==> src/design/isa_pkg.sv <==
////////////////////
// instruction set definitions
// widths, instruction word layout, classes and opcodes
////////////////////
`default_nettype none

package isa_pkg;

    localparam int XLEN       = 32;    // data and register width
    localparam int NUM_REGS   = 32;
    localparam int REG_AW     = 5;
    localparam int PC_W       = 8;     // word index into both memories
    localparam int IMEM_DEPTH = 256;
    localparam int DMEM_DEPTH = 256;
    localparam int IMM_W      = 12;

    typedef enum logic [1:0] {
        MOVEMENT   = 2'b00,
        FLOWCTRL   = 2'b01,
        LOGIC      = 2'b10,
        ARITHMETIC = 2'b11
    } instr_class_e;

    typedef enum logic [2:0] {
        OP_LOAD  = 3'b000,
        OP_LOADI = 3'b001,
        OP_STORE = 3'b010,
        OP_MOV   = 3'b100
    } mov_op_e;

    typedef enum logic [2:0] {
        OP_OR  = 3'b000,
        OP_INV = 3'b001,
        OP_AND = 3'b010
    } logic_op_e;

    typedef enum logic [2:0] {
        OP_ADD = 3'b000,
        OP_SUB = 3'b001
    } arith_op_e;

    typedef enum logic [2:0] {
        OP_JUMP = 3'b000,
        OP_BZ   = 3'b001,
        OP_BNZ  = 3'b010,
        OP_JAL  = 3'b101,
        OP_RET  = 3'b111
    } flow_op_e;

    // instruction word, msb first: class 31:30, opc 29:27, imm 26:15, rc, rb, ra
    typedef struct packed {
        instr_class_e      cls;
        logic [2:0]        opc;
        logic [IMM_W-1:0]  imm;
        logic [REG_AW-1:0] rc;
        logic [REG_AW-1:0] rb;
        logic [REG_AW-1:0] ra;
    } instr_t;

endpackage

`default_nettype wire

==> src/design/cpu_ifs.sv <==
////////////////////
// regfile_if: two read ports, one write port
// dmem_if: data memory access
////////////////////
`timescale 1ns/1ps
`default_nettype none

interface regfile_if;
    import isa_pkg::*;

    logic [REG_AW-1:0] rb_addr;
    logic [REG_AW-1:0] rc_addr;
    logic [XLEN-1:0]   rb_data;
    logic [XLEN-1:0]   rc_data;
    logic              wen;      // one cycle write strobe
    logic [REG_AW-1:0] waddr;
    logic [XLEN-1:0]   wdata;

    // decoder drives the read side, execute unit the write side
    modport core (output rb_addr, rc_addr, wen, waddr, wdata,
                  input  rb_data, rc_data);
    modport regs (input  rb_addr, rc_addr, wen, waddr, wdata,
                  output rb_data, rc_data);
endinterface


`default_nettype wire

==> src/design/register_file.sv <==
////////////////////
// register file, 32 x 32
// two async reads, one sync write
////////////////////
`timescale 1ns/1ps
`default_nettype none

module register_file (
    input  wire logic i_clk,
    input  wire logic i_reset,
    regfile_if.regs   rf
);
    import isa_pkg::*;

    logic [XLEN-1:0] regs [NUM_REGS];

    always_ff @(posedge i_clk) begin
        if (i_reset) begin
            for (int i = 0; i < NUM_REGS; i++) begin
                regs[i] <= '0;
            end
        end else if (rf.wen) begin
            regs[rf.waddr] <= rf.wdata;   // every register is writable, no hardwired zero
        end
    end

    assign rf.rb_data = regs[rf.rb_addr];
    assign rf.rc_data = regs[rf.rc_addr];

endmodule

`default_nettype wire

==> src/flat_wrapper.sv <==
// flat-port wrapper written by rule: the top's interface ports become plain ports
module register_file_flat import isa_pkg::*;
  (i_clk, i_reset, rf_rb_addr, rf_rc_addr, rf_wen, rf_waddr, rf_wdata, rf_rb_data, rf_rc_data);
  regfile_if rf_i ();
  input  wire logic i_clk;
  input  wire logic i_reset;
  input wire logic [$bits(rf_i.rb_addr)-1:0] rf_rb_addr;
  input wire logic [$bits(rf_i.rc_addr)-1:0] rf_rc_addr;
  input wire logic [$bits(rf_i.wen)-1:0] rf_wen;
  input wire logic [$bits(rf_i.waddr)-1:0] rf_waddr;
  input wire logic [$bits(rf_i.wdata)-1:0] rf_wdata;
  output wire logic [$bits(rf_i.rb_data)-1:0] rf_rb_data;
  output wire logic [$bits(rf_i.rc_data)-1:0] rf_rc_data;
  assign rf_i.rb_addr = rf_rb_addr;
  assign rf_i.rc_addr = rf_rc_addr;
  assign rf_i.wen = rf_wen;
  assign rf_i.waddr = rf_waddr;
  assign rf_i.wdata = rf_wdata;
  assign rf_rb_data = rf_i.rb_data;
  assign rf_rc_data = rf_i.rc_data;
  register_file u_core (.i_clk(i_clk), .i_reset(i_reset), .rf(rf_i));
endmodule
==> config.mk <==
export PLATFORM = sky130hd
export DESIGN_NAME = register_file_flat
export DESIGN_NICKNAME = d
export VERILOG_FILES = /design/src/design/isa_pkg.sv /design/src/design/cpu_ifs.sv /design/src/design/register_file.sv /design/src/flat_wrapper.sv
export SDC_FILE = /design/constraint.sdc
export NUM_CORES = 2
export LEC_CHECK = 0
export BUFFER_PORTS_ARGS = -buffer_cell sky130_fd_sc_hd__buf_2
export CAP_MARGIN = 10
export CORE_MARGIN = 2
export CORE_UTILIZATION = 30
export DETAILED_ROUTE_END_ITERATION = 7
export PLACE_DENSITY_LB_ADDON = 0.2
export SYNTH_ARGS = -nofsm -noshare
export SYNTH_HDL_FRONTEND = slang
export SYNTH_SLANG_ARGS = --single-unit
==> constraint.sdc <==
create_clock -name i_clk -period 2.9 [get_ports i_clk]
set_input_delay 0.29 -clock i_clk [delete_from_list [all_inputs] [get_ports i_clk]]
set_output_delay 0.29 -clock i_clk [all_outputs]
set_load 0.05 [all_outputs]
==> metrics.yaml <==
global_routing:
  grt_overflow: 0
  grt_max_degree: 87
  grt_pass1_vias: 39070
  antenna_found_initial: 27
  grt_usage_pct: 21.77
  grt_pass1_wl_um: 299200
synth:
  synth_warnings: 0
  synth-compound-area-share_pct: 6.948
  synth.distinct_cells: 31
  synth-adder-area-share_pct: 0
  ys_seq_area_share_pct: 54.45
  synth_nets: 4690
  muxShareOfSynthArea_pct: 18.15
  synth_top_cell_by_area: "edfxtp_1"
  synth_top_family_by_area: "multiplexers"
  syn_area_um2: 56470
  avgSynthCellArea_um2: 12.17
  synth-simple-area-share_pct: 16.11
  yosysTopAreaCellShare_pct: 54.45
  syn_inst: 4640
  synth_area_leaders: "edfxtp_1, mux2i_1, and2_1, a22oi_1, a22o_1"
  ys_ff_latch: 1024
  synth_xor_area_share_pct: 0
die:
  die-area_um2: 191700
  core.rowCount: 159
  dieHeight_um: 437.9
  io_pins: 114
  fp.dieW_um: 437.9
  coreArea_um2: 187400
  initial_utilization_pct: 30.13
final_layout:
  drive_gt1_share_pct: 15.35
  fin_cells: 7374
  mostFrequentLayoutCells: "and2_1, edfxtp_1, mux2i_1"
  nFillCells: 18300
  top_register: "u_core.regs"
  largestRegisters: "u_core.regs (1024)"
  largest_reg_flops: 1024
  nets: 4816
  stdcell_area_um2: 66110
  areaGrowthSynthToFinish_pct: 17.07
clock_network:
  cts_hold_buf: 0
  cts.sinks: 1024
  cts_resized: 26
  postCtsSetupBuffers: 0
  tritoncts: "yes"
  root_buffer: "clkbuf_16"
  h-tree-depth: 3
  clockBufferDepth: 3
  clkTransAtPathRegs_ns: 0.06
  numCtsBuffers: 113
detailed_routing:
  via_per_inst: 5.251
  wl_per_cell_um: 28.94
  postRouteAntennaNets: 0
  drt_first_iter_violations: 3440
  vias: 38720
  drtPass1Iterations: 7
  route.detailed.drc: 0
  routed_wl_um: 213400
placed_design:
  preCtsSetupSlack_ns: -0.06806
  post_dp_cell_area_um2: 61960
  globalplace.congestion: 0.8228
  hpwlAfterDp_um: 133200
  dpl.cell_count: 7146
  io_buffers: 113
worst_setup_path:
  required_ns: 2.61
  cp_max_fo: 62
  startpoint_type: "input pin"
  cp-end-kind: "primary output"
  worstSetupPathType: "input pin to primary output"
  worstPathArrival_ns: 2.60
timing:
  rsz0062_at_grt: "no"
  worst_pin_slew_ns: 0.8763
  fmax_mhz: 346.0
  setup_viol: 0
  relSlewSlack_pct: 41.58
  fin_ws_ns: 0.009740
  period_needed_ns: 2.890
  fin_crit_sh_pct: 99.66
  final_max_slew_viol_count: 0
  hold_viol: 0
power_and_ir_drop:
  peakVddDrop_uv: 461.8
  leakage_nw: 25.75
  powerDensity_nw_per_um2: 579.5
  power_mw: 38.31
worst_hold_path:
  hold_path.class: "input pin to register"
  whs_path_depth: 2
run:
  max_cap_violations: 0
status:
  status: "finished, final reports clean"
-- stage by stage --
step | setup TNS [ns] | util (%) | hold slack, ns
2_1_floorplan | 0 | - | 0.4882
3_3_place_gp | -0.09675 | 33.06 | 0.9702
3_5_place_dp | -0.06806 | 33.06 | 0.9778
4_1_cts | -0.05657 | 35.19 | 0.1583
5_1_grt | 0 | 35.26 | 0.2111
6_report | 0 | 35.28 | 0.2150
-- worst paths after layout --
path	from	end	slack [ns]
setup / recovery	rf_rc_addr[2]	rf_rc_data[31]	0.01
hold / removal	rf_wdata[29]	u_core.regs[31][29]	0.21
-- synth_stat cells --
cell,count
a21oi_1,192
a22o_1,128
a22oi_1,192
a31oi_1,64
and2_1,1026
and2b_1,1
buf_1,14
buf_2,57
buf_4,75
buf_6,43
clkbuf_1,189
clkbuf_2,66
clkbuf_4,4
edfxtp_1,1024
mux2i_1,1024
nand2_1,195
nand2_2,1
nand2b_1,5
nand3_1,193
nand3_4,1
nand3b_1,3
nand3b_4,1
nor2_1,22
nor2_4,10
nor2_8,4
nor2b_1,4
nor3_1,64
or2_2,34
or3_1,1
or3_4,1
or3b_4,2
-- routing by layer --
metal	up-vias	global-route usage [%]	share of wire (%)	routed length (µm)
met5	-	0	0.0052	11
met4	2	7.525	3.2	6724
met3	325	2.314	4.4	9300
met2	1160	36.99	49	104000
met1	19970	28.78	44	93400
li1	17260	-	-	-
-- critical path, cell delays in order --
cell     delay (ns)
buf_2          0.20
and2_4         0.46
buf_16         0.44
a22oi_1        0.14
nand3_1        0.34
nand3_2        0.25
buf_12         0.19
buf_2          0.20
-- power by group --
part / switching, mW / internal (mW)
Combinational: 3.61 / 1.94
Sequential: 0.409 / 17.1
Clock: 6.30 / 8.97
-- cell type report --
type                            count  area (µm²)  share of cell area (%)
Clock buffer                      138        2985                   4.516
Antenna cell                       20       50.05                 0.07570
Timing Repair Buffer              459        4638                   7.016
Tap cell                         2495        3122                   4.722
Multi-Input combinational cell   3168       23710                   35.86
Clock inverter                     70       855.8                   1.295
Sequential cell                  1024       30750                   46.51
-- cell families after synthesis --
group           count (synthesis)
flops                        1024
buf+inv                       448
compound gates                576
simple gates                 1568
mux                          1024
Power figures use the tool's default switching activity.
